**src/design/radio_ctrl_pkg.sv**
```systemverilog
/*
 * Radio control plane package: settings bus types, address map,
 * readback indices and the packed control payloads.
 */
`default_nettype none

package radio_ctrl_pkg;

   ////////////////////////////////////////
   // Bus and time types
   typedef logic [7:0]  set_addr_t;    // Settings address
   typedef logic [31:0] set_data_t;    // Settings / readback word
   typedef logic [63:0] vita_time_t;   // {seconds, ticks}
   typedef logic [3:0]  rb_index_t;    // Readback word select
   typedef logic [7:0]  led_t;

   ////////////////////////////////////////
   // Control payloads, MSB first as on the pins
   typedef struct packed {
      logic       clock_ready;
      logic [1:0] clk_en;
      logic [1:0] clk_sel;
   } clock_ctrl_t;

   typedef struct packed {
      logic enable;
      logic prbsen;
      logic loopen;
      logic rx_en;
   } serdes_ctrl_t;

   typedef struct packed {
      logic oe_a;
      logic on_a;
      logic oe_b;
      logic on_b;
   } adc_ctrl_t;

   ////////////////////////////////////////
   // Settings address map
   localparam set_addr_t SR_MISC   = 8'd0;
   localparam set_addr_t SR_TIME64 = 8'd192;

   localparam set_addr_t SR_CLOCK_OFS   = 8'd0;
   localparam set_addr_t SR_SERDES_OFS  = 8'd1;
   localparam set_addr_t SR_ADC_OFS     = 8'd2;
   localparam set_addr_t SR_LED_SW_OFS  = 8'd3;
   localparam set_addr_t SR_PHY_OFS     = 8'd4;
   localparam set_addr_t SR_LED_SRC_OFS = 8'd8;

   localparam set_addr_t TIME_SECS_OFS  = 8'd0;
   localparam set_addr_t TIME_TICKS_OFS = 8'd1;
   localparam set_addr_t TIME_ARM_OFS   = 8'd2;   // Bit 0: 1 now, 0 at next PPS

   localparam led_t      LED_SRC_AT_RESET      = 8'b0000_0011;  // HW drives clk and PPS LEDs
   localparam set_data_t COMPAT_NUM            = 32'd4;
   localparam set_data_t DEFAULT_TICKS_PER_SEC = 32'd100_000_000;

   ////////////////////////////////////////
   // Readback word indices
   localparam rb_index_t RB_CTRL    = 4'd8;
   localparam rb_index_t RB_MODE    = 4'd9;
   localparam rb_index_t RB_TIME_HI = 4'd10;
   localparam rb_index_t RB_TIME_LO = 4'd11;
   localparam rb_index_t RB_COMPAT  = 4'd12;
   localparam rb_index_t RB_PPS_HI  = 4'd14;
   localparam rb_index_t RB_PPS_LO  = 4'd15;

endpackage

`default_nettype wire

```
**src/design/setting_reg.sv**
```systemverilog
/*
 * Settings register: latches the low bits of the bus word when its
 * address is strobed, with a one-cycle change pulse.
 */
`default_nettype none

module setting_reg
   import radio_ctrl_pkg::*;
#(
   parameter type       payload_t = set_data_t,
   parameter set_addr_t MY_ADDR   = 8'd0,
   parameter payload_t  AT_RESET  = '0
) (
   input  wire       dsp_clk,
   input  wire       por_rst,
   input  wire       set_stb_i,
   input  set_addr_t set_addr_i,
   input  set_data_t set_data_i,
   output payload_t  value_o,
   output logic      changed_o
);

   localparam int PAYLOAD_W = $bits(payload_t);

   logic hit;

   assign hit = set_stb_i && (set_addr_i == MY_ADDR);

   always_ff @(posedge dsp_clk) begin
      if (por_rst) begin
         value_o   <= AT_RESET;
         changed_o <= 1'b0;
      end else begin
         changed_o <= hit;
         if (hit)
            value_o <= payload_t'(set_data_i[PAYLOAD_W-1:0]);   // Upper bits ignored
      end
   end

endmodule

`default_nettype wire

```
**src/design/settings_host_port.sv**
```systemverilog
/*
 * Host port: turns a four-phase req/ack transfer into one settings
 * strobe, or into a readback read whose word is held while ack is high.
 */
`default_nettype none

module settings_host_port
   import radio_ctrl_pkg::*;
(
   input  wire        dsp_clk,
   input  wire        por_rst,
   input  wire        host_req_i,
   input  wire        host_we_i,
   input  set_addr_t  host_addr_i,
   input  set_data_t  host_wdata_i,
   input  set_data_t  rb_data_i,
   output logic       host_ack_o,
   output set_data_t  host_rdata_o,
   output logic       set_stb_o,
   output set_addr_t  set_addr_o,
   output set_data_t  set_data_o,
   output rb_index_t  rb_index_o
);

   typedef enum logic [1:0] {
      ST_IDLE,
      ST_WRITE,       // Strobe cycle on the settings bus
      ST_READ_WAIT,   // Readback mux settling
      ST_ACK_HIGH     // Waiting for req to drop
   } port_state_t;

   port_state_t state;
   logic        rd_hold;   // Extra cycle for the registered readback

   ////////////////////////////////////////
   // Control FSM
   always_ff @(posedge dsp_clk) begin
      if (por_rst) begin
         state      <= ST_IDLE;
         host_ack_o <= 1'b0;
         set_stb_o  <= 1'b0;
         rd_hold    <= 1'b0;
      end else begin
         set_stb_o <= 1'b0;
         case (state)
            ST_IDLE: begin
               if (host_req_i && !host_ack_o) begin
                  if (host_we_i) begin
                     set_stb_o <= 1'b1;
                     state     <= ST_WRITE;
                  end else begin
                     rd_hold <= 1'b1;
                     state   <= ST_READ_WAIT;
                  end
               end
            end
            ST_WRITE: begin
               host_ack_o <= 1'b1;   // Register already updated on this edge
               state      <= ST_ACK_HIGH;
            end
            ST_READ_WAIT: begin
               if (rd_hold) begin
                  rd_hold <= 1'b0;
               end else begin
                  host_ack_o <= 1'b1;
                  state      <= ST_ACK_HIGH;
               end
            end
            ST_ACK_HIGH: begin
               if (!host_req_i) begin
                  host_ack_o <= 1'b0;
                  state      <= ST_IDLE;
               end
            end
            default: state <= ST_IDLE;
         endcase
      end
   end

   ////////////////////////////////////////
   // Request capture and read data hold
   always_ff @(posedge dsp_clk) begin
      if (state == ST_IDLE && host_req_i && !host_ack_o) begin
         set_addr_o <= host_addr_i;
         set_data_o <= host_wdata_i;
         rb_index_o <= rb_index_t'(host_addr_i[3:0]);
      end
      if (state == ST_READ_WAIT && !rd_hold)
         host_rdata_o <= rb_data_i;   // Stable for the whole ack phase
   end

endmodule

`default_nettype wire

```
**src/design/vita_timer.sv**
```systemverilog
/*
 * VITA time counter, seconds and ticks, with PPS synchronizer,
 * immediate or PPS-armed load, and the PPS time latch.
 */
`default_nettype none

module vita_timer
   import radio_ctrl_pkg::*;
#(
   parameter set_data_t TICKS_PER_SEC = DEFAULT_TICKS_PER_SEC
) (
   input  wire        dsp_clk,
   input  wire        por_rst,
   input  wire        set_stb_i,
   input  set_addr_t  set_addr_i,
   input  set_data_t  set_data_i,
   input  wire        pps_in_i,
   output vita_time_t vita_time_o,
   output vita_time_t vita_time_pps_o,
   output logic       pps_int_o,
   output logic       pps_toggle_o
);

   localparam set_addr_t SECS_ADDR  = SR_TIME64 + TIME_SECS_OFS;
   localparam set_addr_t TICKS_ADDR = SR_TIME64 + TIME_TICKS_OFS;
   localparam set_addr_t ARM_ADDR   = SR_TIME64 + TIME_ARM_OFS;
   localparam set_data_t LAST_TICK  = TICKS_PER_SEC - 32'd1;

   set_data_t  prog_secs, prog_ticks;   // Values waiting to be loaded
   logic       armed;
   logic [2:0] pps_sync;                // Two sync flops plus edge history
   logic       pps_edge;
   logic       load_now, load_pps;
   vita_time_t time_next;

   assign pps_edge = pps_sync[1] & ~pps_sync[2];
   assign load_now = set_stb_i && (set_addr_i == ARM_ADDR) && set_data_i[0];
   assign load_pps = pps_edge && armed;

   ////////////////////////////////////////
   // Programmed time, not cleared by reset
   always_ff @(posedge dsp_clk) begin
      if (set_stb_i && set_addr_i == SECS_ADDR)
         prog_secs <= set_data_i;
      if (set_stb_i && set_addr_i == TICKS_ADDR)
         prog_ticks <= set_data_i;
   end

   // Next time value, load or count
   always_comb begin
      if (load_now || load_pps)
         time_next = {prog_secs, prog_ticks};
      else if (vita_time_o[31:0] == LAST_TICK)
         time_next = {vita_time_o[63:32] + 32'd1, 32'd0};   // Second rollover
      else
         time_next = {vita_time_o[63:32], vita_time_o[31:0] + 32'd1};
   end

   ////////////////////////////////////////
   // Counter, arm flag and PPS tracking
   always_ff @(posedge dsp_clk) begin
      if (por_rst) begin
         pps_sync        <= 3'b000;
         armed           <= 1'b0;
         vita_time_o     <= '0;
         vita_time_pps_o <= '0;
         pps_int_o       <= 1'b0;
         pps_toggle_o    <= 1'b0;
      end else begin
         pps_sync    <= {pps_sync[1:0], pps_in_i};
         vita_time_o <= time_next;
         pps_int_o   <= pps_edge;

         if (set_stb_i && set_addr_i == ARM_ADDR)
            armed <= ~set_data_i[0];   // 0 arms for the next PPS
         else if (load_pps)
            armed <= 1'b0;

         if (pps_edge) begin
            vita_time_pps_o <= time_next;   // Time as taken on this edge
            pps_toggle_o    <= ~pps_toggle_o;
         end
      end
   end

endmodule

`default_nettype wire

```
**src/design/control_outputs.sv**
```systemverilog
/*
 * Control setting bank: clock generator, SERDES, ADC and PHY reset
 * registers plus the per-bit hardware/software LED mux.
 */
`default_nettype none

module control_outputs
   import radio_ctrl_pkg::*;
(
   input  wire          dsp_clk,
   input  wire          por_rst,
   input  wire          set_stb_i,
   input  set_addr_t    set_addr_i,
   input  set_data_t    set_data_i,
   input  wire          clk_status_i,
   input  wire          pps_toggle_i,
   output clock_ctrl_t  clock_ctrl_o,
   output serdes_ctrl_t serdes_ctrl_o,
   output adc_ctrl_t    adc_ctrl_o,
   output logic         phy_reset_n_o,
   output led_t         leds_o
);

   logic phy_reset;
   led_t led_sw, led_src, led_hw;

   ////////////////////////////////////////
   // Pin control registers
   setting_reg #(.payload_t(clock_ctrl_t), .MY_ADDR(SR_MISC + SR_CLOCK_OFS)) i_sr_clock (
      .dsp_clk, .por_rst, .set_stb_i, .set_addr_i, .set_data_i,
      .value_o(clock_ctrl_o), .changed_o()
   );

   setting_reg #(.payload_t(serdes_ctrl_t), .MY_ADDR(SR_MISC + SR_SERDES_OFS)) i_sr_serdes (
      .dsp_clk, .por_rst, .set_stb_i, .set_addr_i, .set_data_i,
      .value_o(serdes_ctrl_o), .changed_o()
   );

   setting_reg #(.payload_t(adc_ctrl_t), .MY_ADDR(SR_MISC + SR_ADC_OFS)) i_sr_adc (
      .dsp_clk, .por_rst, .set_stb_i, .set_addr_i, .set_data_i,
      .value_o(adc_ctrl_o), .changed_o()
   );

   setting_reg #(.payload_t(logic), .MY_ADDR(SR_MISC + SR_PHY_OFS)) i_sr_phy (
      .dsp_clk, .por_rst, .set_stb_i, .set_addr_i, .set_data_i,
      .value_o(phy_reset), .changed_o()
   );

   assign phy_reset_n_o = ~phy_reset;   // PHY reset pin is active low

   ////////////////////////////////////////
   // LEDs, led_src bit 1 selects hardware
   setting_reg #(.payload_t(led_t), .MY_ADDR(SR_MISC + SR_LED_SW_OFS)) i_sr_led_sw (
      .dsp_clk, .por_rst, .set_stb_i, .set_addr_i, .set_data_i,
      .value_o(led_sw), .changed_o()
   );

   setting_reg #(
      .payload_t(led_t),
      .MY_ADDR  (SR_MISC + SR_LED_SRC_OFS),
      .AT_RESET (LED_SRC_AT_RESET)
   ) i_sr_led_src (
      .dsp_clk, .por_rst, .set_stb_i, .set_addr_i, .set_data_i,
      .value_o(led_src), .changed_o()
   );

   assign led_hw = {6'b0, pps_toggle_i, clk_status_i};

   always_ff @(posedge dsp_clk) begin
      if (por_rst)
         leds_o <= '0;
      else
         leds_o <= (led_src & led_hw) | (~led_src & led_sw);
   end

endmodule

`default_nettype wire

```
**src/design/status_readback.sv**
```systemverilog
/*
 * Status readback: registered 16-word mux of control state, mode pins,
 * compat number, current time and PPS time.
 */
`default_nettype none

module status_readback
   import radio_ctrl_pkg::*;
(
   input  wire          dsp_clk,
   input  wire          por_rst,
   input  rb_index_t    rb_index_i,
   input  clock_ctrl_t  clock_ctrl_i,
   input  serdes_ctrl_t serdes_ctrl_i,
   input  adc_ctrl_t    adc_ctrl_i,
   input  wire          sim_mode_i,
   input  wire [3:0]    clock_divider_i,
   input  vita_time_t   vita_time_i,
   input  vita_time_t   vita_time_pps_i,
   output set_data_t    rb_data_o
);

   set_data_t ctrl_word, mode_word;

   // adc 12..9, serdes 8..5, clock 4..0
   assign ctrl_word = {19'b0, adc_ctrl_i, serdes_ctrl_i, clock_ctrl_i};
   assign mode_word = {sim_mode_i, 27'b0, clock_divider_i};

   ////////////////////////////////////////
   // Word select, one cycle of latency
   always_ff @(posedge dsp_clk) begin
      if (por_rst) begin
         rb_data_o <= '0;
      end else begin
         case (rb_index_i)
            RB_CTRL:    rb_data_o <= ctrl_word;
            RB_MODE:    rb_data_o <= mode_word;
            RB_TIME_HI: rb_data_o <= vita_time_i[63:32];   // Seconds
            RB_TIME_LO: rb_data_o <= vita_time_i[31:0];    // Ticks
            RB_COMPAT:  rb_data_o <= COMPAT_NUM;
            RB_PPS_HI:  rb_data_o <= vita_time_pps_i[63:32];
            RB_PPS_LO:  rb_data_o <= vita_time_pps_i[31:0];
            default:    rb_data_o <= '0;
         endcase
      end
   end

endmodule

`default_nettype wire

```
**src/design/radio_ctrl_top.sv**
```systemverilog
/*
 * Radio core control plane on dsp_clk: host port, VITA timer,
 * control pin registers and status readback.
 */
`default_nettype none

module radio_ctrl_top
   import radio_ctrl_pkg::*;
#(
   parameter set_data_t TICKS_PER_SEC = DEFAULT_TICKS_PER_SEC
) (
   input  wire        dsp_clk,
   input  wire        por_rst,
   input  wire        host_req_i,
   input  wire        host_we_i,
   input  set_addr_t  host_addr_i,
   input  set_data_t  host_wdata_i,
   input  wire        pps_in_i,
   input  wire        clk_status_i,
   input  wire        sim_mode_i,
   input  wire [3:0]  clock_divider_i,
   output logic       host_ack_o,
   output set_data_t  host_rdata_o,
   output logic       clock_ready_o,
   output logic [1:0] clk_en_o,
   output logic [1:0] clk_sel_o,
   output logic       ser_enable_o,
   output logic       ser_prbsen_o,
   output logic       ser_loopen_o,
   output logic       ser_rx_en_o,
   output logic       adc_on_a_o,
   output logic       adc_oe_a_o,
   output logic       adc_on_b_o,
   output logic       adc_oe_b_o,
   output logic       phy_reset_n_o,
   output led_t       leds_o,
   output logic       pps_int_o
);

   logic         set_stb;
   set_addr_t    set_addr;
   set_data_t    set_data;
   rb_index_t    rb_index;
   set_data_t    rb_data;
   vita_time_t   vita_time, vita_time_pps;
   logic         pps_toggle;
   clock_ctrl_t  clock_ctrl;
   serdes_ctrl_t serdes_ctrl;
   adc_ctrl_t    adc_ctrl;

   ////////////////////////////////////////
   // Input side
   settings_host_port i_host_port (
      .dsp_clk, .por_rst, .host_req_i, .host_we_i, .host_addr_i, .host_wdata_i,
      .rb_data_i(rb_data), .host_ack_o, .host_rdata_o,
      .set_stb_o(set_stb), .set_addr_o(set_addr), .set_data_o(set_data),
      .rb_index_o(rb_index)
   );

   ////////////////////////////////////////
   // Processing
   vita_timer #(.TICKS_PER_SEC(TICKS_PER_SEC)) i_vita_timer (
      .dsp_clk, .por_rst, .set_stb_i(set_stb), .set_addr_i(set_addr),
      .set_data_i(set_data), .pps_in_i, .vita_time_o(vita_time),
      .vita_time_pps_o(vita_time_pps), .pps_int_o, .pps_toggle_o(pps_toggle)
   );

   control_outputs i_control_outputs (
      .dsp_clk, .por_rst, .set_stb_i(set_stb), .set_addr_i(set_addr),
      .set_data_i(set_data), .clk_status_i, .pps_toggle_i(pps_toggle),
      .clock_ctrl_o(clock_ctrl), .serdes_ctrl_o(serdes_ctrl), .adc_ctrl_o(adc_ctrl),
      .phy_reset_n_o, .leds_o
   );

   ////////////////////////////////////////
   // Output side
   status_readback i_status_readback (
      .dsp_clk, .por_rst, .rb_index_i(rb_index), .clock_ctrl_i(clock_ctrl),
      .serdes_ctrl_i(serdes_ctrl), .adc_ctrl_i(adc_ctrl), .sim_mode_i, .clock_divider_i,
      .vita_time_i(vita_time), .vita_time_pps_i(vita_time_pps), .rb_data_o(rb_data)
   );

   // Struct fields onto the pins
   assign {clock_ready_o, clk_en_o, clk_sel_o} = clock_ctrl;
   assign {ser_enable_o, ser_prbsen_o, ser_loopen_o, ser_rx_en_o} = serdes_ctrl;
   assign {adc_oe_a_o, adc_on_a_o, adc_oe_b_o, adc_on_b_o} = adc_ctrl;

endmodule

`default_nettype wire

```
**config.mk**
```make
export PLATFORM = sky130hd
export DESIGN_NAME = radio_ctrl_top
export DESIGN_NICKNAME = d
export VERILOG_FILES = /design/src/design/radio_ctrl_pkg.sv /design/src/design/setting_reg.sv /design/src/design/settings_host_port.sv /design/src/design/vita_timer.sv /design/src/design/control_outputs.sv /design/src/design/status_readback.sv /design/src/design/radio_ctrl_top.sv
export SDC_FILE = /design/constraint.sdc
export NUM_CORES = 1
export LEC_CHECK = 0
export BUFFER_PORTS_ARGS = -buffer_cell sky130_fd_sc_hd__buf_2
export CAP_MARGIN = 20
export CORE_ASPECT_RATIO = 1.75
export CORE_MARGIN = 2
export CORE_UTILIZATION = 52
export CTS_CLUSTER_SIZE = 16
export DETAILED_ROUTE_END_ITERATION = 16
export GPL_TIMING_DRIVEN = 1
export PLACE_DENSITY_LB_ADDON = 0.15
export SLEW_MARGIN = 0
export SYNTH_ARGS = -nofsm -noshare
export SYNTH_HDL_FRONTEND = slang
export SYNTH_SLANG_ARGS = --single-unit
export TNS_END_PERCENT = 100
```
**constraint.sdc**
```tcl
create_clock -name dsp_clk -period 3.4 [get_ports dsp_clk]
set_input_delay 0.85 -clock dsp_clk [delete_from_list [all_inputs] [get_ports dsp_clk]]
set_output_delay 0.85 -clock dsp_clk [all_outputs]
set_load 0.005 [all_outputs]
```
==> flow_summary_export.csv, run 1 <==
group,metric,value,unit
yosys,syn-cell-area,13700,sq um
yosys,ys_seq_area_frac,0.603,
die,die_x,127,microns
cts,cts_setup_buffers,0,
yosys,synthSimpleGateAreaFrac,0.163,
yosys,syn_nets,1302,
critical_path,cp.arrival,3.24,ns
cts,hold_buffers,0,
placed_design,dp_slack,0.681,ns
global_routing,grt_pass1_wl,57900,microns
route,dr.pass1.iters,5,
global_routing,track_usage,0.272,
route,wl,38400,microns
global_routing,antenna_found_initial,0,
min_path,hp-class,"flip-flop to flip-flop",
cts,post_cts_resized,0,
cts,cts_tree,"built",
route,remaining_drc_errors,0,
route,drt_iter0_drc,975,
die,rows,78,
placed_design,numPortBuffers,106,
yosys,synth-xor-area-share,0.0319,
min_path,hold_depth,0,
route,wl_per_cell,22.9,microns
critical_path,slowest_stage,"nor2_2",
critical_path,r2r-end,"i_vita_timer.vita_time_pps_o[28]",
sta,min_period,2.76,ns
cts,clkTransAtPathRegs,0.07,ns
global_routing,grt_overflow,0,
sta,setup_slack,0.638,ns
cts,cts_buffers,30,
critical_path,crit_required,3.88,ns
yosys,postSynthAreaPerCell,11.0,sq um
sta,slew_headroom,0.232,
critical_path,end_kind,"flip-flop",
yosys,ys_types,70,
sta,setup-violations-final,0,
yosys,synthFlopType,"dfxtp_1",
critical_path,rr_worst_depth,7,
cts,root_buffer,"clkbuf_16",
critical_path,r2r_slack,0.64,ns
global_routing,grt_max_degree,71,
critical_path,crit_family,"simple AND/OR/NAND/NOR gates",
critical_path,cp_cell_sequence,"ha_1 > nand3_2 > or3_1 > nor3_4 > nor2_2 > o21ai_0 > a311oi_1",
yosys,synth_top_family_by_area,"simple AND/OR/NAND/NOR gates",
cts,clock_path_buffers,3,
sta,slew_violations,0,
finish,areaGrowthSynthToFinish,14.1,%
critical_path,path_class,"flip-flop to flip-flop",
placed_design,place.gp.congestion,0.945,
global_routing,grt_pass1_vias,10100,
critical_path,worstSetupStartpointType,"flip-flop",
die,core,26000,sq um
route,route.vias.total,10400,
sta,hold_violations,0,
power,p_leak,0.00551,uW
finish,drive_gt1_frac,0.166,
critical_path,r2r-start,"i_vita_timer.vita_time_o[0]",
cts,clk_latency,0.57,ns
finish,multi_input_area,5060,sq um
outcome,status,"finished clean",
cts,cts.sinks,345,
yosys,yosys_register_bits,345,
sta,rsz0062_at_grt,"no",
critical_path,cp_max_fo,18,
die,die_h,219,microns
yosys,yosys_warnings,0,
sta,max_slew.worst_pin.slew,1.15,ns
sta,tns,0,ns
die,boundaryPins,107,
yosys,synth_edf_count,136,
route,postRouteAntennaNets,0,
min_path,hp-start,"i_status_readback.rb_data_o[9]",
power,power_density,582,nW/um^2
finish,seq_area,8270,sq um
sta,skew,0.00801,ns
critical_path,max_stage_delay,0.88,ns
yosys,yosys.area_share.adder,0.00548,
placed_design,placed_cell_area,14600,sq um
critical_path,critPathBufInv,0,
power,ir_worst_vdd,407,uV
yosys,muxShareOfSynthArea,0.0288,
route,vias_per_cell,6.17,
die,fp.dieArea,27700,sq um
finish,finalNetCount,1391,
sta,period_share,0.812,
min_path,whs_endpoint,"i_host_port.host_rdata_o[9]",
yosys,synth-compound-area-share,0.135,
sta,clock.fmax,0.362,GHz
finish,final_util,0.603,
die,start_util,0.528,
finish,n_antenna_cell,0,
yosys,synthCells,1245,
placed_design,dp_hpwl,26800,microns
yosys,async_reset_ff_frac,0,
finish,fillers,2199,
job,max_cap_violations,0,
cts,h-tree-depth,1,
finish,fin_area,15600,sq um
[metrics by stage]
stage | total power [uW] | hold WS, ns | instances
after floorplan | 5290 | 0.386 | 1245
after global placement | 5640 | 0.387 | 1622
after detailed placement | 5670 | 0.389 | 1622
after CTS | 9170 | 0.403 | 1678
after global routing | 9400 | 0.409 | 1678
final | 9110 | 0.400 | 1678
[metal layers]
metal | share of wire | GRT usage | vias up
li1 | - | - | 4783
met1 | 0.36 | 0.302 | 5033
met2 | 0.52 | 0.495 | 428
met3 | 0.052 | 0.0295 | 115
met4 | 0.068 | 0.172 | 0
met5 | 0 | 0 | -
[how the worst max path moves through the flow]
| stage | from | endpoint | slack, ns | depth (start not counted) |
|---|---|---|---|---|
| 6_report | i_vita_timer.vita_time_o[0] | i_vita_timer.vita_time_pps_o[28] | 0.64 | 7 |
| 5_1_grt | i_vita_timer.vita_time_o[0] | i_vita_timer.vita_time_o[49] | 0.50 | 8 |
| 3_3_place_gp | i_vita_timer.vita_time_o[0] | i_vita_timer.vita_time_pps_o[33] | 0.75 | 8 |
| 2_1_floorplan | i_host_port.set_addr_o[3] | i_vita_timer.prog_ticks[0] | 0.58 | 3 |
| 3_5_place_dp | i_vita_timer.vita_time_o[0] | i_vita_timer.vita_time_pps_o[33] | 0.68 | 8 |
| 4_1_cts | i_vita_timer.vita_time_o[0] | i_vita_timer.vita_time_pps_o[33] | 0.68 | 8 |
[state kept, by name (all words and copies together), names as in the netlist, 2 cells and up]
register                                cells
i_vita_timer.vita_time_o                   64
i_vita_timer.vita_time_pps_o               64
i_host_port.host_rdata_o                   32
i_host_port.set_data_o                     32
i_status_readback.rb_data_o                32
i_vita_timer.prog_secs                     32
i_vita_timer.prog_ticks                    32
i_control_outputs.i_sr_led_src.value_o      8
i_control_outputs.i_sr_led_sw.value_o       8
i_control_outputs.leds_o                    8
i_control_outputs.i_sr_clock.value_o        5
i_host_port.set_addr_o                      5
i_control_outputs.i_sr_adc.value_o          4
i_control_outputs.i_sr_serdes.value_o       4
i_host_port.rb_index_o                      3
i_vita_timer.pps_sync                       3
i_host_port.state                           2
[layout by cell type, fill, tap and decap left out, types with 4 or more instances in the layout]
master / synthesis / final
mux2i_1: 36 / 36
a211oi_1: 44 / 44
a2bb2oi_1: 4 / 4
nor2_1: 168 / 163
nand2_1: 62 / 62
xnor2_1: 32 / 32
a22oi_1: 80 / 80
nor2b_1: 6 / 4
nand2b_1: 7 / 6
a31oi_1: 23 / 23
a21oi_1: 53 / 53
o21a_1: 4 / 4
nand3b_1: 6 / 6
nor3_1: 38 / 37
nor3b_1: 10 / 10
clkbuf_1: 62 / 7
o31ai_1: 5 / 5
nand3_1: 32 / 32
or3_1: 4 / 4
buf_4: 0 / 34
o22ai_1: 17 / 17
ha_1: 6 / 6
clkinv_2: 0 / 6
and4_1: 10 / 10
clkbuf_16: 0 / 31
clkbuf_8: 3 / 7
edfxtp_1: 136 / 136
buf_2: 13 / 105
nor2_2: 2 / 7
o21ai_0: 9 / 9
inv_1: 16 / 16
a311oi_1: 6 / 6
nor4_1: 11 / 11
xor2_1: 18 / 18
nand4_1: 26 / 26
dfxtp_1: 209 / 209
and3_1: 26 / 26
[power by group]
part           internal, uW  switching, uW
Combinational           235            512
Sequential             4650            168
Clock                  2050           1490
Total                  6940           2170
[worst register-to-register path, delay by kind of cell (launching register included)]
kind | cells | cell delay [ns]
simple gates | 4 | 1.45
flops | 1 | 0.35
compound gates | 2 | 0.62
fa+ha+maj | 1 | 0.26
[synth_stat cells (4+ instances only)]
| master | n | area share |
|---|---|---|
| edfxtp_1 | 136 | 0.30 |
| dfxtp_1 | 209 | 0.31 |
| buf_2 | 13 | 0.0047 |
| a2bb2oi_1 | 4 | 0.0026 |
| nor4_1 | 11 | 0.0050 |
| clkbuf_1 | 62 | 0.017 |
| nand3_1 | 32 | 0.012 |
| or3_1 | 4 | 0.0018 |
| a311oi_1 | 6 | 0.0038 |
| nor2b_1 | 6 | 0.0027 |
| nor2_1 | 168 | 0.046 |
| xor2_1 | 18 | 0.012 |
| ha_1 | 6 | 0.0055 |
| a22oi_1 | 80 | 0.044 |
| buf_6 | 4 | 0.0033 |
| xnor2_1 | 32 | 0.020 |
| a21oi_1 | 53 | 0.019 |
| nand2_1 | 62 | 0.017 |
| nor3b_1 | 10 | 0.0055 |
| nand4_1 | 26 | 0.012 |
| o21a_1 | 4 | 0.0022 |
| a211oi_1 | 44 | 0.024 |
| nor3_1 | 38 | 0.014 |
| inv_1 | 16 | 0.0044 |
| nand3b_1 | 6 | 0.0033 |
| and4_1 | 10 | 0.0064 |
| and3_1 | 26 | 0.012 |
| a31oi_1 | 23 | 0.010 |
| mux2i_1 | 36 | 0.026 |
| o31ai_1 | 5 | 0.0027 |
| o22ai_1 | 17 | 0.0078 |
| o21ai_0 | 9 | 0.0033 |
| nand2b_1 | 7 | 0.0032 |
[cell families (layout without fill, tap and decap cells)]
logic type	after synthesis	in the layout
buffers and inverters	100	213
adders and majority gates	6	6
and+or+nand+nor	439	439
muxes	38	38
DFF	345	345
xor gates and xnor gates	50	50
AOI/OAI and AO/OA	267	267
[area by class of cell]
class,count,area share
flip-flops and latches,345,0.529
repair buffers,141,0.0525
clock inverters,11,0.00864
well taps,320,0.0256
inverters,16,0.00384
multi-input cells,800,0.323
clock buffers,45,0.0574
(Power assumes the default switching activity.)
==> run 2: changes to the inputs <==
==> constraint.sdc (replaced) <==
create_clock -name dsp_clk -period 2.3 [get_ports dsp_clk]
set_input_delay 0.575 -clock dsp_clk [delete_from_list [all_inputs] [get_ports dsp_clk]]
set_output_delay 0.575 -clock dsp_clk [all_outputs]
set_load 0.005 [all_outputs]
==> run 2 against run 1 <==
  * Wire length up 2.8%
  * Via count up 3.3%
  * Sequential share of layout area down 3.0 points
  * Highest routed layer unchanged
==> flow_summary_export.csv, run 2 (synthesized netlist as in run 1, its figures left out) <==
group,metric,value,unit
die,start_util,0.528,
global_routing,grt_overflow,0,
critical_path,end_kind,"flip-flop",
finish,n_antenna_cell,0,
finish,areaGrowthSynthToFinish,21.0,%
die,core,26000,sq um
finish,largestRegisters,"i_vita_timer.vita_time_o: 64 flops, i_vita_timer.vita_time_pps_o: 64 flops",
power,report.power.total,13800,uW
finish,stdcell_count,1762,
route,wl_per_cell,22.4,microns
die,die_x,127,microns
sta,clock.fmax,0.451,GHz
outcome,status,"finished clean",
finish,final_cell_mix,"207 x dfxtp_1, 163 x nor2_1, 136 x edfxtp_1",
route,dr.pass1.iters,8,
critical_path,critPathBufInv,2,
finish,drive_gt1_frac,0.228,
global_routing,grt_pass1_vias,10600,
finish,fin_area,16600,sq um
global_routing,track_usage,0.284,
critical_path,r2r-start,"i_vita_timer.vita_time_o[1]",
cts,h-tree-depth,1,
sta,slew_headroom,0.523,
finish,layout_commonest_cell,"dfxtp_1",
power,ir_worst_vdd,761,uV
min_path,hp-class,"input pin to flip-flop",
cts,clock_path_buffers,3,
finish,final_util,0.639,
min_path,hp-start,"host_wdata_i[3]",
route,vias_per_cell,6.08,
route,drt_iter0_drc,947,
sta,period_share,0.964,
sta,hold_violations,0,
critical_path,crit_required,2.78,ns
sta,whs,0.162,ns
sta,rsz0062_at_grt,"yes",
critical_path,cp_max_fo,5,
placed_design,numPortBuffers,106,
critical_path,worstSetupStartpointType,"flip-flop",
power,power_density,834,nW/um^2
critical_path,slowest_stage,"dfxtp_1",
critical_path,cp_cell_sequence,"ha_2 > nand3_4 > buf_4 > nor2_1 > buf_4 > nand4_1 > nor4_2 > nor3_2 > a211oi_1",
route,remaining_drc_errors,0,
sta,setup-violations-final,0,
route,postRouteAntennaNets,0,
sta,slew_violations,0,
global_routing,grt_pass1_wl,60200,microns
cts,cts_buffers,30,
job,max_cap_violations,0,
cts,cts_tree,"built",
critical_path,crit_family,"simple AND/OR/NAND/NOR gates",
die,boundaryPins,107,
placed_design,placed_cell_area,15300,sq um
route,route.vias.total,10700,
finish,finalNetCount,1476,
sta,max_slew.worst_pin.slew,0.716,ns
placed_design,dp_hpwl,28000,microns
die,die_h,219,microns
cts,root_buffer,"clkbuf_16",
cts,clk_latency,0.58,ns
cts,clkTransAtPathRegs,0.07,ns
critical_path,critPathMostFrequentCell,"buf_4",
cts,cts.sinks,345,
critical_path,crit_start,"i_vita_timer.vita_time_o[1]",
critical_path,path_class,"flip-flop to flip-flop",
die,rows,78,
sta,min_period,2.22,ns
placed_design,place.gp.congestion,0.972,
power,p_leak,0.00606,uW
die,fp.dieArea,27700,sq um
global_routing,grt_max_degree,88,
critical_path,max_stage_delay,0.34,ns
global_routing,antenna_found_initial,0,
route,wl,39500,microns
placed_design,post-place-cells,1703,
sta,skew,0.0249,ns
critical_path,cp.arrival,2.70,ns
run 2: changes by cell type in the layout (fill, tap and decap cells not counted), sizes merged:
| cell | delta |
|---|---|
| bufinv | +2 |
| clkbuf | -2 |
| inv | +2 |
| clkinv | -4 |
| buf | +85 |
| clkinvlp | +1 |
run 2: final timing paths:
path	endpoint	depth (start not counted)	slack [ns]
setup / recovery	i_vita_timer.vita_time_pps_o[57]	9	0.08
setup reg to reg	i_vita_timer.vita_time_pps_o[57]	9	0.08
hold reg to reg	i_host_port.host_rdata_o[30]	0	0.40
hold / removal	i_host_port.set_data_o[3]	1	0.16
run 2: cell type report:
class | count | area (sq um)
well taps | 320 | 400
clock inverters | 12 | 199
clock buffers | 43 | 892
repair buffers | 226 | 1580
multi-input cells | 800 | 5190
fillers | 2115 | 9380
inverters | 16 | 60.1
flip-flops and latches | 345 | 8270
run 2: timing repair:
| action | CTS | global route |
|---|---|---|
| setup buffers | 0 | 4 |
| gates resized for setup | 0 | 27 |
| hold buffers | 0 | 0 |
| setup endpoints to repair | 0 | 37 |
run 2: metal layers:
metal  global-route usage  routed length [microns]
met1                0.320                    14300
met5                    0                        0
met4                0.189                     2890
met3               0.0285                     2130
met2                0.508                    20200
run 2: power breakdown:
part	internal, uW	switching [uW]	total [uW]
Sequential	6880	216	7090
Clock	3260	2250	5510
Combinational	424	811	1230
run 2: metrics by stage:
step | TNS [ns] | worst slack, ns
finish | 0 | 0.0817
global route | -0.101 | -0.0268
CTS | 0 | 0.0122
detailed placement | 0 | 0.0264
global placement | 0 | 0.0508
floorplan | 0 | 0.00170
==> run 3: changes to the inputs <==
--- a/config.mk
+++ b/config.mk
@@ -9,7 +9,8 @@
 export CAP_MARGIN = 20
 export CORE_ASPECT_RATIO = 1.75
 export CORE_MARGIN = 2
-export CORE_UTILIZATION = 52
+export CORE_UTILIZATION = 47
+export CTS_BUF_LIST = sky130_fd_sc_hd__clkbuf_8 sky130_fd_sc_hd__clkbuf_16
 export CTS_CLUSTER_SIZE = 16
 export DETAILED_ROUTE_END_ITERATION = 16
 export GPL_TIMING_DRIVEN = 1
==> run 3 against run 2 <==
  * Cell count up 3.9%
  * Hold slack better by 0.0053 ns
  * Critical path depth unchanged
  * Maximum frequency down 2.2%
  * Combinational power about the same
  * Sequential share of layout area down 0.61 points
  * Non-clock buffer count up 7
  * Sequential power about the same
  * Critical path type unchanged
==> flow_summary_export.csv, run 3 (synthesized netlist as in run 1, its figures left out) <==
group,metric,value,unit
outcome,status,"finished clean",
sta,min_period,2.27,ns
power,ir_worst_vdd,716,uV
finish,final_cell_mix,"202 x dfxtp_1, 163 x nor2_1, 136 x edfxtp_1",
sta,rsz0062_at_grt,"yes",
die,die_h,230,microns
die,core,28600,sq um
sta,clock.fmax,0.441,GHz
placed_design,post-place-cells,1762,
global_routing,grt_overflow,0,
critical_path,r2r-end,"i_vita_timer.vita_time_pps_o[62]",
critical_path,slowest_stage,"or3_4",
die,boundaryPins,107,
route,dr.pass1.iters,5,
critical_path,r2r_slack,0.03,ns
sta,slew_headroom,0.557,
finish,areaGrowthSynthToFinish,22.6,%
cts,clk_latency,0.58,ns
sta,slew_violations,0,
global_routing,antenna_found_initial,0,
finish,drive_gt1_frac,0.249,
critical_path,crit_required,2.81,ns
global_routing,grt_pass1_vias,10600,
cts,cts_buffers,31,
die,start_util,0.479,
critical_path,end_kind,"flip-flop",
cts,h-tree-depth,1,
min_path,hp-class,"input pin to flip-flop",
placed_design,dp_hpwl,28300,microns
die,rows,82,
finish,final_util,0.587,
critical_path,crit_start,"i_vita_timer.vita_time_o[0]",
cts,clock_path_buffers,3,
route,wl,40700,microns
critical_path,cp_cell_sequence,"ha_2 > nand3_2 > or3_4 > nor3_4 > buf_6 > buf_4 > and4_2 > o21ai_1 > a31oi_1",
die,fp.dieArea,30600,sq um
finish,fillers,2399,
sta,skew,0.0219,ns
route,wl_per_cell,22.3,microns
critical_path,cp_max_fo,4,
cts,root_buffer,"clkbuf_16",
critical_path,worstSetupStartpointType,"flip-flop",
route,postRouteAntennaNets,0,
finish,largestRegisters,"i_vita_timer.vita_time_o: 64 flops, i_vita_timer.vita_time_pps_o: 64 flops",
sta,hold_violations,0,
critical_path,path_class,"flip-flop to flip-flop",
critical_path,rr_worst_depth,9,
placed_design,numPortBuffers,106,
finish,finalNetCount,1484,
sta,max_slew.worst_pin.slew,0.665,ns
route,remaining_drc_errors,0,
critical_path,cp.arrival,2.77,ns
die,die_x,133,microns
job,max_cap_violations,0,
cts,cts_tree,"built",
sta,period_share,0.986,
placed_design,place.gp.congestion,0.940,
finish,stdcell_count,1830,
finish,n_antenna_cell,0,
power,p_leak,0.00614,uW
cts,hold_buffers,0,
sta,whs,0.167,ns
global_routing,track_usage,0.264,
power,power_density,832,nW/um^2
sta,setup-violations-final,0,
global_routing,grt_max_degree,104,
route,drt_iter0_drc,974,
critical_path,max_stage_delay,0.37,ns
finish,layout_commonest_cell,"dfxtp_1",
route,route.vias.total,10600,
global_routing,grt_pass1_wl,61500,microns
power,report.power.total,14000,uW
critical_path,r2r-start,"i_vita_timer.vita_time_o[0]",
critical_path,worstSetupEndpoint,"i_vita_timer.vita_time_pps_o[62]",
cts,clkTransAtPathRegs,0.07,ns
route,vias_per_cell,5.82,
cts,cts.sinks,345,
## run 3: changes by cell type in the layout (fill, tap and decap cells not counted), sizes merged
cell	delta
clkbuf	-8
buf	+7
inv	+2
clkinv	+9
## run 3: per-layer routing
metal,vias up,share of wire,GRT usage
met4,0,0.053,0.136
li1,4984,-,-
met5,-,0,0
met1,5146,0.38,0.297
met2,395,0.52,0.487
met3,117,0.049,0.0291
## run 3: final cells by class
cell class	instances	area [sq um]	area share
Sequential cell	345	8280	0.493
Multi-Input combinational cell	800	5240	0.312
Clock buffer	35	853	0.0508
Inverter	16	60.1	0.00357
Timing Repair Buffer	233	1640	0.0974
Clock inverter	23	264	0.0157
Tap cell	378	473	0.0281
## run 3: power by group
| part | total, uW | internal, uW | switching [uW] |
|---|---|---|---|
| clock network | 5630 | 3250 | 2380 |
| logic | 1260 | 436 | 822 |
| registers | 7090 | 6870 | 219 |
| total | 14000 | 10600 | 3420 |
## run 3: how the worst min path moves through the flow
stage / from / end / slack, ns / cells past startpoint
after global routing: host_wdata_i[18] / i_host_port.set_data_o[18] / 0.15 / 1
after detailed placement: i_status_readback.rb_data_o[24] / i_host_port.host_rdata_o[24] / 0.39 / 0
after CTS: host_wdata_i[3] / i_host_port.set_data_o[3] / 0.15 / 1
final: host_wdata_i[6] / i_host_port.set_data_o[6] / 0.17 / 1
after floorplan: i_status_readback.rb_data_o[0] / i_host_port.host_rdata_o[0] / 0.39 / 0
after global placement: i_status_readback.rb_data_o[21] / i_host_port.host_rdata_o[21] / 0.39 / 0
## run 3: stage by stage
step	instance area (sq um)	setup TNS, ns	setup slack (ns)
4_1_cts	16600	0	0.00309
5_1_grt	16800	-0.322	-0.0624
3_5_place_dp	15400	-2.42	-0.219
3_3_place_gp	15400	-1.61	-0.184
2_1_floorplan	13700	0	0.00170
6_report	16800	0	0.0323
## run 3: worst max-delay path: cells and delay by family (launching register included)
family	cells	cell delay (ns)
AOI/OAI and AO/OA	2	0.27
and+or+nand+nor	4	1.08
adders and majority gates	1	0.19
DFF	1	0.35
buffers and inverters	2	0.30
## run 3: timing repair
item                                   CTS  global route
resized for setup                       11            36
gates cloned                             0             1
buffers inserted                         1             8
endpoints found under the hold margin    0             0
setup endpoints to repair               46            43
pin swaps                                1             7
